<file path="src/hw/viterbi_pkg.sv">
package viterbi_pkg;

    // frame geometry.
    localparam int NUM_CHANNELS = 40;
    localparam int ERROR_WIDTH = 8;
    localparam int BRANCH_LENGTH = 2;          // samples per step.
    localparam int NUM_CHUNKS = 5;
    localparam int CHUNK_SIZE = 8;
    localparam int IDX_WIDTH = 6;
    localparam int CHUNK_WIDTH = 3;

    // run termination.
    localparam int ZERO_RUN_LIMIT = 8;

    // trellis model and metrics.
    localparam int ERR_AMP = 16;               // expected residual of a flip.
    localparam int METRIC_WIDTH = 10;
    localparam logic [METRIC_WIDTH-1:0] METRIC_MAX = '1;

    // survivor and result.
    localparam int SURV_DEPTH = 32;
    localparam int STEP_WIDTH = 8;

    localparam int FIFO_DEPTH = 4;

    // Input frame. Sample k sits in samples[k] and is read as a signed value.
    typedef struct packed {
        logic [CHUNK_WIDTH-1:0]                    start_chunk;
        logic [NUM_CHANNELS-1:0]                   flags;
        logic [NUM_CHANNELS-1:0][ERROR_WIDTH-1:0]  samples;
    } frame_entry_t;

    // decision word pushed at run end.
    typedef struct packed {
        logic [SURV_DEPTH-1:0] path;            // newest decision in bit 0.
        logic [STEP_WIDTH-1:0] steps;
    } decision_t;

endpackage

</file>
<file path="src/hw/frame_fifo.sv">
`timescale 1ns/100ps

module frame_fifo #(
    parameter type payload_t = logic
) (
    input  logic     clk,
    input  logic     rst_n,
    input  logic     push,
    input  payload_t push_data,
    input  logic     pop,
    output payload_t head,
    output logic     empty,
    output logic     full
);

    payload_t mem [viterbi_pkg::FIFO_DEPTH];

    logic [$clog2(viterbi_pkg::FIFO_DEPTH)-1:0] wr_ptr;
    logic [$clog2(viterbi_pkg::FIFO_DEPTH)-1:0] rd_ptr;
    logic [$clog2(viterbi_pkg::FIFO_DEPTH):0]   count;
    logic                                       do_push;
    logic                                       do_pop;

    function automatic logic [$clog2(viterbi_pkg::FIFO_DEPTH)-1:0] next_ptr(
        input logic [$clog2(viterbi_pkg::FIFO_DEPTH)-1:0] ptr
    );
        if (int'(ptr) == viterbi_pkg::FIFO_DEPTH - 1) begin
            return '0;
        end
        return ptr + 1'b1;
    endfunction

    assign empty = (count == '0);
    assign full = (int'(count) == viterbi_pkg::FIFO_DEPTH);
    assign do_push = push && !full;          // push on full is dropped.
    assign do_pop = pop && !empty;
    assign head = mem[rd_ptr];               // fall-through head.

    always_ff @(posedge clk or negedge rst_n) begin
        if (!rst_n) begin
            wr_ptr <= '0;
            rd_ptr <= '0;
            count <= '0;
        end else begin
            if (do_push) begin
                wr_ptr <= next_ptr(wr_ptr);
            end
            if (do_pop) begin
                rd_ptr <= next_ptr(rd_ptr);
            end
            case ({do_push, do_pop})
                2'b10:   count <= count + 1'b1;
                2'b01:   count <= count - 1'b1;
                default: count <= count;
            endcase
        end
    end

    always_ff @(posedge clk) begin
        if (do_push) begin
            mem[wr_ptr] <= push_data;
        end
    end

endmodule

</file>
<file path="src/hw/viterbi_input_controller.sv">
`timescale 1ns/100ps

module viterbi_input_controller (
    input  logic                      clk,
    input  logic                      rst_n,
    input  viterbi_pkg::frame_entry_t frame,
    input  logic                      fifo_empty,
    input  logic                      out_full,
    output logic                      pop_n,
    output logic [viterbi_pkg::BRANCH_LENGTH-1:0][viterbi_pkg::ERROR_WIDTH-1:0] trace_vals,
    output logic                      run,
    output logic                      initialize,
    output logic                      path_done
);

    typedef enum logic [2:0] {
        RESET,
        WAIT_FOR_FRAME,
        INITIALIZE,
        RUN,
        GATHER_FRAME,
        DONE
    } ctrl_state_t;

    ctrl_state_t state;
    ctrl_state_t state_d;

    logic [viterbi_pkg::NUM_CHANNELS-1:0][viterbi_pkg::ERROR_WIDTH-1:0] samples_q;
    logic [viterbi_pkg::NUM_CHANNELS-1:0]             flags_q;
    logic [viterbi_pkg::IDX_WIDTH-1:0]                idx;
    logic [viterbi_pkg::IDX_WIDTH-1:0]                idx_d;
    logic [viterbi_pkg::IDX_WIDTH-1:0]                start_idx;
    logic [viterbi_pkg::IDX_WIDTH-1:0]                next_pair_idx;
    logic [$clog2(viterbi_pkg::ZERO_RUN_LIMIT+1)-1:0] zero_cnt;
    logic [$clog2(viterbi_pkg::ZERO_RUN_LIMIT+1)-1:0] zero_cnt_d;
    logic                                             pair_flag;
    logic                                             last_pair;

    // chunks past the frame end fall back to sample 0.
    always_comb begin
        int start_full;
        int step_full;
        start_full = 0;
        if (frame.start_chunk < viterbi_pkg::NUM_CHUNKS) begin
            start_full = int'(frame.start_chunk) * viterbi_pkg::CHUNK_SIZE;
        end
        step_full = int'(idx) + viterbi_pkg::BRANCH_LENGTH;
        start_idx = start_full[viterbi_pkg::IDX_WIDTH-1:0];
        next_pair_idx = step_full[viterbi_pkg::IDX_WIDTH-1:0];
    end

    assign last_pair = (int'(idx) == viterbi_pkg::NUM_CHANNELS - viterbi_pkg::BRANCH_LENGTH);
    assign pair_flag = |flags_q[idx +: viterbi_pkg::BRANCH_LENGTH];

    always_comb begin
        for (int k = 0; k < viterbi_pkg::BRANCH_LENGTH; k++) begin
            trace_vals[k] = samples_q[int'(idx) + k];
        end
    end

    // head is taken in the same cycle it is popped.
    assign pop_n = !(((state == WAIT_FOR_FRAME) || (state == GATHER_FRAME)) && !fifo_empty);
    assign initialize = (state == INITIALIZE);
    assign run = (state == RUN);
    assign path_done = (state == DONE) && !out_full;

    always_comb begin
        state_d = state;
        idx_d = idx;
        zero_cnt_d = zero_cnt;
        case (state)
            RESET: begin
                state_d = WAIT_FOR_FRAME;
                idx_d = '0;
                zero_cnt_d = '0;
            end
            WAIT_FOR_FRAME: begin
                if (!fifo_empty) begin
                    state_d = INITIALIZE;
                    idx_d = start_idx;           // first frame of a run only.
                    zero_cnt_d = '0;
                end
            end
            INITIALIZE, RUN: begin
                zero_cnt_d = pair_flag ? '0 : zero_cnt + 1'b1;
                if (zero_cnt == viterbi_pkg::ZERO_RUN_LIMIT) begin
                    state_d = DONE;              // wins over gather.
                end else if (last_pair) begin
                    state_d = GATHER_FRAME;
                    idx_d = '0;
                end else begin
                    state_d = RUN;
                    idx_d = next_pair_idx;
                end
            end
            GATHER_FRAME: begin
                if (!fifo_empty) begin
                    state_d = RUN;
                    idx_d = '0;                  // later frames start at 0.
                end
            end
            DONE: begin
                if (!out_full) begin
                    state_d = WAIT_FOR_FRAME;
                end
            end
            default: begin
                state_d = RESET;
            end
        endcase
    end

    always_ff @(posedge clk or negedge rst_n) begin
        if (!rst_n) begin
            state <= RESET;
            idx <= '0;
            zero_cnt <= '0;
        end else begin
            state <= state_d;
            idx <= idx_d;
            zero_cnt <= zero_cnt_d;
        end
    end

    // samples and flags reload together on every pop.
    always_ff @(posedge clk) begin
        if (!pop_n) begin
            samples_q <= frame.samples;
            flags_q <= frame.flags;
        end
    end

endmodule

</file>
<file path="src/hw/branch_acs_unit.sv">
`timescale 1ns/100ps

module branch_acs_unit (
    input  logic clk,
    input  logic rst_n,
    input  logic [viterbi_pkg::BRANCH_LENGTH-1:0][viterbi_pkg::ERROR_WIDTH-1:0] trace_vals,
    input  logic run,
    input  logic initialize,
    output logic [viterbi_pkg::BRANCH_LENGTH-1:0][1:0] dec,
    output logic best_state
);

    logic [1:0][viterbi_pkg::METRIC_WIDTH-1:0] pm_q;
    logic [1:0][viterbi_pkg::METRIC_WIDTH-1:0] pm_d;

    // |sample - ERR_AMP * (cur - prev)|, at most 144.
    function automatic logic [viterbi_pkg::METRIC_WIDTH+1:0] branch_metric(
        input logic signed [viterbi_pkg::ERROR_WIDTH-1:0] sample,
        input int                                         prev,
        input int                                         cur
    );
        int diff;
        diff = int'(sample) - viterbi_pkg::ERR_AMP * (cur - prev);
        if (diff < 0) begin
            diff = -diff;
        end
        return diff[viterbi_pkg::METRIC_WIDTH+1:0];
    endfunction

    // Two guard bits cover the growth of two stages before normalization.
    always_comb begin
        logic [1:0][viterbi_pkg::METRIC_WIDTH+1:0] acc;
        logic [1:0][viterbi_pkg::METRIC_WIDTH+1:0] nxt;
        logic [viterbi_pkg::METRIC_WIDTH+1:0]      sum0;
        logic [viterbi_pkg::METRIC_WIDTH+1:0]      sum1;
        logic [viterbi_pkg::METRIC_WIDTH+1:0]      low;
        logic [viterbi_pkg::METRIC_WIDTH+1:0]      norm;
        acc[0] = initialize ? '0 : {2'b00, pm_q[0]};
        acc[1] = initialize ? {2'b00, viterbi_pkg::METRIC_MAX} : {2'b00, pm_q[1]};
        for (int s = 0; s < viterbi_pkg::BRANCH_LENGTH; s++) begin
            for (int c = 0; c < 2; c++) begin
                sum0 = acc[0] + branch_metric($signed(trace_vals[s]), 0, c);
                sum1 = acc[1] + branch_metric($signed(trace_vals[s]), 1, c);
                dec[s][c] = (sum1 < sum0);       // tie keeps state 0.
                nxt[c] = dec[s][c] ? sum1 : sum0;
            end
            acc = nxt;
        end
        low = (acc[1] < acc[0]) ? acc[1] : acc[0];
        for (int c = 0; c < 2; c++) begin
            norm = acc[c] - low;
            if (norm > {2'b00, viterbi_pkg::METRIC_MAX}) begin
                pm_d[c] = viterbi_pkg::METRIC_MAX;
            end else begin
                pm_d[c] = norm[viterbi_pkg::METRIC_WIDTH-1:0];
            end
        end
        best_state = (pm_d[0] != '0);           // state 0 on a tie.
    end

    always_ff @(posedge clk or negedge rst_n) begin
        if (!rst_n) begin
            pm_q <= '0;
        end else if (run || initialize) begin
            pm_q <= pm_d;
        end
    end

endmodule

</file>
<file path="src/hw/survivor_path.sv">
`timescale 1ns/100ps

module survivor_path (
    input  logic                                       clk,
    input  logic                                       rst_n,
    input  logic                                       run,
    input  logic                                       initialize,
    input  logic [viterbi_pkg::BRANCH_LENGTH-1:0][1:0] dec,
    input  logic                                       best_state,
    output viterbi_pkg::decision_t                     decision
);

    logic [1:0][viterbi_pkg::SURV_DEPTH-1:0] word_q;
    logic [1:0][viterbi_pkg::SURV_DEPTH-1:0] word_d;
    logic                                    best_q;
    logic [viterbi_pkg::STEP_WIDTH-1:0]      steps_q;

    // register exchange, one shift per stage.
    always_comb begin
        logic [1:0][viterbi_pkg::SURV_DEPTH-1:0] base;
        logic [1:0][viterbi_pkg::SURV_DEPTH-1:0] nxt;
        base = initialize ? '0 : word_q;
        for (int s = 0; s < viterbi_pkg::BRANCH_LENGTH; s++) begin
            for (int c = 0; c < 2; c++) begin
                nxt[c] = {base[dec[s][c]][viterbi_pkg::SURV_DEPTH-2:0], c[0]};
            end
            base = nxt;
        end
        word_d = base;
    end

    always_ff @(posedge clk) begin
        if (run || initialize) begin
            word_q <= word_d;
            best_q <= best_state;
        end
    end

    always_ff @(posedge clk or negedge rst_n) begin
        if (!rst_n) begin
            steps_q <= '0;
        end else if (initialize) begin
            steps_q <= {{(viterbi_pkg::STEP_WIDTH-1){1'b0}}, 1'b1};
        end else if (run && (steps_q != '1)) begin
            steps_q <= steps_q + 1'b1;           // saturates at 255.
        end
    end

    always_comb begin
        decision.path = word_q[best_q];
        decision.steps = steps_q;
    end

endmodule

</file>
<file path="src/hw/viterbi_top.sv">
`timescale 1ns/100ps

module viterbi_top (
    input  logic                      clk,
    input  logic                      rst_n,
    input  logic                      in_push,
    input  viterbi_pkg::frame_entry_t in_data,
    output logic                      in_full,
    input  logic                      out_pop,
    output viterbi_pkg::decision_t    out_data,
    output logic                      out_valid
);

    viterbi_pkg::frame_entry_t in_head;
    viterbi_pkg::decision_t    decision;
    logic                      in_empty;
    logic                      pop_n;
    logic                      out_full;
    logic                      out_empty;
    logic                      run;
    logic                      initialize;
    logic                      path_done;
    logic                      best_state;
    logic [viterbi_pkg::BRANCH_LENGTH-1:0][viterbi_pkg::ERROR_WIDTH-1:0] trace_vals;
    logic [viterbi_pkg::BRANCH_LENGTH-1:0][1:0] dec;

    frame_fifo #(.payload_t(viterbi_pkg::frame_entry_t)) in_fifo (
        .clk       (clk),
        .rst_n     (rst_n),
        .push      (in_push),
        .push_data (in_data),
        .pop       (!pop_n),
        .head      (in_head),
        .empty     (in_empty),
        .full      (in_full)
    );

    viterbi_input_controller u_ctrl (
        .clk        (clk),
        .rst_n      (rst_n),
        .frame      (in_head),
        .fifo_empty (in_empty),
        .out_full   (out_full),
        .pop_n      (pop_n),
        .trace_vals (trace_vals),
        .run        (run),
        .initialize (initialize),
        .path_done  (path_done)
    );

    branch_acs_unit u_acs (
        .clk        (clk),
        .rst_n      (rst_n),
        .trace_vals (trace_vals),
        .run        (run),
        .initialize (initialize),
        .dec        (dec),
        .best_state (best_state)
    );

    survivor_path u_surv (
        .clk        (clk),
        .rst_n      (rst_n),
        .run        (run),
        .initialize (initialize),
        .dec        (dec),
        .best_state (best_state),
        .decision   (decision)
    );

    frame_fifo #(.payload_t(viterbi_pkg::decision_t)) out_fifo (
        .clk       (clk),
        .rst_n     (rst_n),
        .push      (path_done),
        .push_data (decision),
        .pop       (out_pop),
        .head      (out_data),
        .empty     (out_empty),
        .full      (out_full)
    );

    assign out_valid = !out_empty;

endmodule

</file>
<file path="config.mk">
export PLATFORM = sky130hd
export DESIGN_NAME = viterbi_top
export DESIGN_NICKNAME = d
export VERILOG_FILES = /design/src/hw/viterbi_pkg.sv /design/src/hw/frame_fifo.sv /design/src/hw/viterbi_input_controller.sv /design/src/hw/branch_acs_unit.sv /design/src/hw/survivor_path.sv /design/src/hw/viterbi_top.sv
export SDC_FILE = /design/constraint.sdc
export NUM_CORES = 2
export LEC_CHECK = 0
export BUFFER_PORTS_ARGS = -buffer_cell sky130_fd_sc_hd__buf_2
export CORE_MARGIN = 2
export CORE_UTILIZATION = 55
export DETAILED_ROUTE_END_ITERATION = 16
export GPL_TIMING_DRIVEN = 0
export PLACE_DENSITY = 0.79
export SETUP_SLACK_MARGIN = 0.3
export SYNTH_ARGS = -nofsm -noshare
export SYNTH_HDL_FRONTEND = slang
export SYNTH_SLANG_ARGS = --single-unit
</file>
<file path="constraint.sdc">
create_clock -name clk -period 51.4 [get_ports clk]
set_clock_uncertainty 0.2 [all_clocks]
set_input_delay 7.71 -clock clk [delete_from_list [all_inputs] [get_ports clk]]
set_output_delay 7.71 -clock clk [all_outputs]
set_load 0.005 [all_outputs]
</file>
==> key figures <==
Setup path
  • Critical path arrival: 22630 ps
  • R2R Path End: u_surv.best_q
  • Biggest cell delay along the critical path: 1050 ps
  • CP max FO: 10
  • CP Launch Type: flop
  • Crit Path Category: reg -> reg
  • Worst Reg-to-Reg Cells: 72
  • R2R Setup Slk: 29180 ps
  • Worst path most repeated cell: a21oi_1
  • CP required: 51800 ps
  • CP max-delay cell: buf_1
  • R2r startpoint: u_ctrl.idx[1]
  • CP Capture Type: flop

Min path
  • WHS Path Cells: 1
  • Min-Delay Endpoint: out_fifo.count[2]
  • Hold WC Path Type: reg -> reg
  • Min-delay src: out_fifo.count[2]

Logic synthesis
  • Register area share after synthesis: 0.736
  • Avg Synthesized Cell Area: 19.5 µm²
  • Number of synthesized flops with an enable pin: 2035
  • Synthesized-area fraction occupied by adder cells: 0.0289
  • Synth area leaders: edfxtp_1 (72%), mux4_2 (13%), ha_1 (2.5%)
  • Yosys warns: 0
  • XOR/XNOR share of the synthesized area: 0.0137
  • Synth Flop Type: edfxtp_1
  • Post-Synthesis Cell Area: 84900 µm²
  • Synth Instances: 4344
  • Number of library cell types mapped by synthesis: 90
  • Largest family of logic cells by synthesized area: multiplexers
  • Compound-Gate Fraction of Synth Area: 0.0422
  • Ys async rst share: 0.0258
  • Mux cell area share after synthesis: 0.137
  • Fraction of the mapped netlist area in simple logic gates: 0.0294
  • Synth Register Bits: 2089
  • Synth top area share: 0.720
  • Cell taking the most area after synthesis: edfxtp_1

Routing
  • Number of vias per cell: 6.30
  • Final wirelength: 227000 µm
  • Final ANT Viol Nets: 0
  • Via count: 45900
  • Drt drc: 0
  • Initial DRC count: 5830
  • Wire per inst: 31.1 µm
  • Pre-Repair DR Iteration Count: 6

CTS
  • Clk Latency, worst-skew pair: 870 ps
  • Hold Buf Count CTS: 0
  • Longest Clk Path Bufs: 3
  • CTS root buffer: clkbuf_16
  • Cts bufs inserted: 196
  • Post-CTS Setup Inserts: 0
  • CTS tree: built
  • H-tree depth: 4
  • CTS-repair resized insts: 0
  • Sink count of the clock tree: 2089
  • Clock Pin Slew Worst Setup and Hold Paths: 60 ps

Finish
  • Layout cells sized above 1: 0.263
  • Filler cells: 9927
  • Layout Area Growth over Synthesis: 14.8%
  • Net count, final: 5571
  • Commonest non-fill, non-tap cell in the layout: edfxtp_1
  • Most frequent cells in the layout: edfxtp_1 (2035), mux4_2 (478), buf_2 (423)

Global routing
  • Grt total ovfl: 0
  • First-pass GRT wire length: 322000 µm
  • Vias in the first global route: 46400
  • Global Route Usage Sum: 0.287
  • Largest net degree at the start of global routing: 58
  • Initial antenna violation count: 116

STA
  • Final critical-path share of the clock period: 0.432
  • Worst-margin pin slew: 1450 ps
  • Max-slew violations: 0
  • Final setup fails: 0
  • Slew HR: 0.0345
  • RSZ-0062 raised after global routing: no
  • Setup TNS: 0 ps
  • Fmax: 45.0 MHz
  • Tmin final: 22220 ps
  • Final Hold Fails: 0

Floorplan
  • Io pins: 409
  • Die ar.: 158000 µm²
  • Initial core utilization: 0.552
  • Cell Rows: 144
  • Core area: 154000 µm²
  • Die W: 397 µm
  • Die height: 397 µm

Placement
  • Port buffer count: 408
  • GPL Wtd Cong: 0.922
  • Dpl hpwl: 147000 µm

Run status
  • Outcome: complete, no violations

Job
  • Max-cap violations: 0
[cell families after synthesis]
group	after synthesis
xor+xnor	128
buf+inv	280
simple gates	540
compound gates	558
mux	557
other cells	2
fa+ha+maj	190
flops	2089
[synthesized netlist by cell type, drive strengths merged, types with 6 or more instances]
cell,count
and2,15
ha,173
nand4,9
clkbuf,77
nor3,34
or3,10
mux2i,31
mux2,48
dfrtp,54
o21a,14
nand3,26
o21ai,93
a21boi,8
edfxtp,2035
a21o,58
a22oi,13
nand2b,15
nand2,229
nor3b,6
fa,12
nor2,121
buf,95
o22ai,7
nor2b,28
xnor2,99
a211oi,17
a21oi,208
o31ai,12
and3,12
xor2,26
o211ai,10
a31oi,25
o21bai,41
mux4,478
inv,106
or2,17
[sequential cells by signal (all words and copies together) (netlist names), 4 cells and up]
signal,count
u_ctrl.zero_cnt,4
u_ctrl.flags_q,40
out_fifo.mem,160
u_surv.steps_q,8
in_fifo.mem,1452
u_ctrl.samples_q,320
u_ctrl.idx,5
u_surv.word_q,62
u_acs.pm_q,20
[critical path, delay by kind of cell (launching register included)]
family	cells	cell delay (ps)
XOR/XNOR	2	380
flip-flops	1	370
buffers and inverters	15	6310
AO/OA/AOI/OAI	32	7690
AND/OR/NAND/NOR	10	2130
multiplexers	4	2070
adder cells (fa/ha/maj)	9	2750
[cell type report]
cell class	count	area [µm²]	area share
flip-flops and latches	2089	62500	0.641
multi-input cells	1995	21400	0.220
inverters	108	405	0.00416
well taps	2044	2560	0.0262
plain buffers	172	729	0.00748
clock buffers	231	5100	0.0523
clock inverters	132	1410	0.0145
diodes	64	160	0.00164
repair buffers	457	3250	0.0333
[per-stage QoR]
step | cell area [µm²] | setup slack [ps] | hold WS, ps | cells | util
after floorplan | 85000 | 32650 | 256 | 4364 | -
after global placement | 89600 | 22580 | 276 | 6816 | 0.583
after detailed placement | 90800 | 29660 | 281 | 6865 | 0.591
after CTS | 97300 | 29550 | 293 | 7228 | 0.633
after global routing | 97400 | 27780 | 316 | 7270 | 0.634
final | 97500 | 29180 | 293 | 7292 | 0.634
[worst max path at each step]
stage	startpoint	cells after the start	slack, ps	endpoint
after floorplan	u_ctrl.state[0]	10	32650	in_fifo.count[2]
after global placement	u_ctrl.state[0]	10	22580	in_fifo.count[2]
after detailed placement	u_ctrl.idx[1]	74	29660	u_surv.best_q
after CTS	u_ctrl.idx[1]	73	29550	u_acs.pm_q[10]
after global routing	u_ctrl.idx[1]	75	27780	u_surv.best_q
final	u_ctrl.idx[1]	72	29180	u_surv.best_q
[routing by layer]
| metal | GRT usage | part of all wire |
|---|---|---|
| met1 | 0.359 | 0.35 |
| met2 | 0.473 | 0.50 |
| met3 | 0.0748 | 0.098 |
| met4 | 0.130 | 0.045 |
| met5 | 0 | 0.0023 |
Power is left out: the tool's default activity adds up to more than one toggle a clock period on the data nets, which glitch-free logic cannot reach.
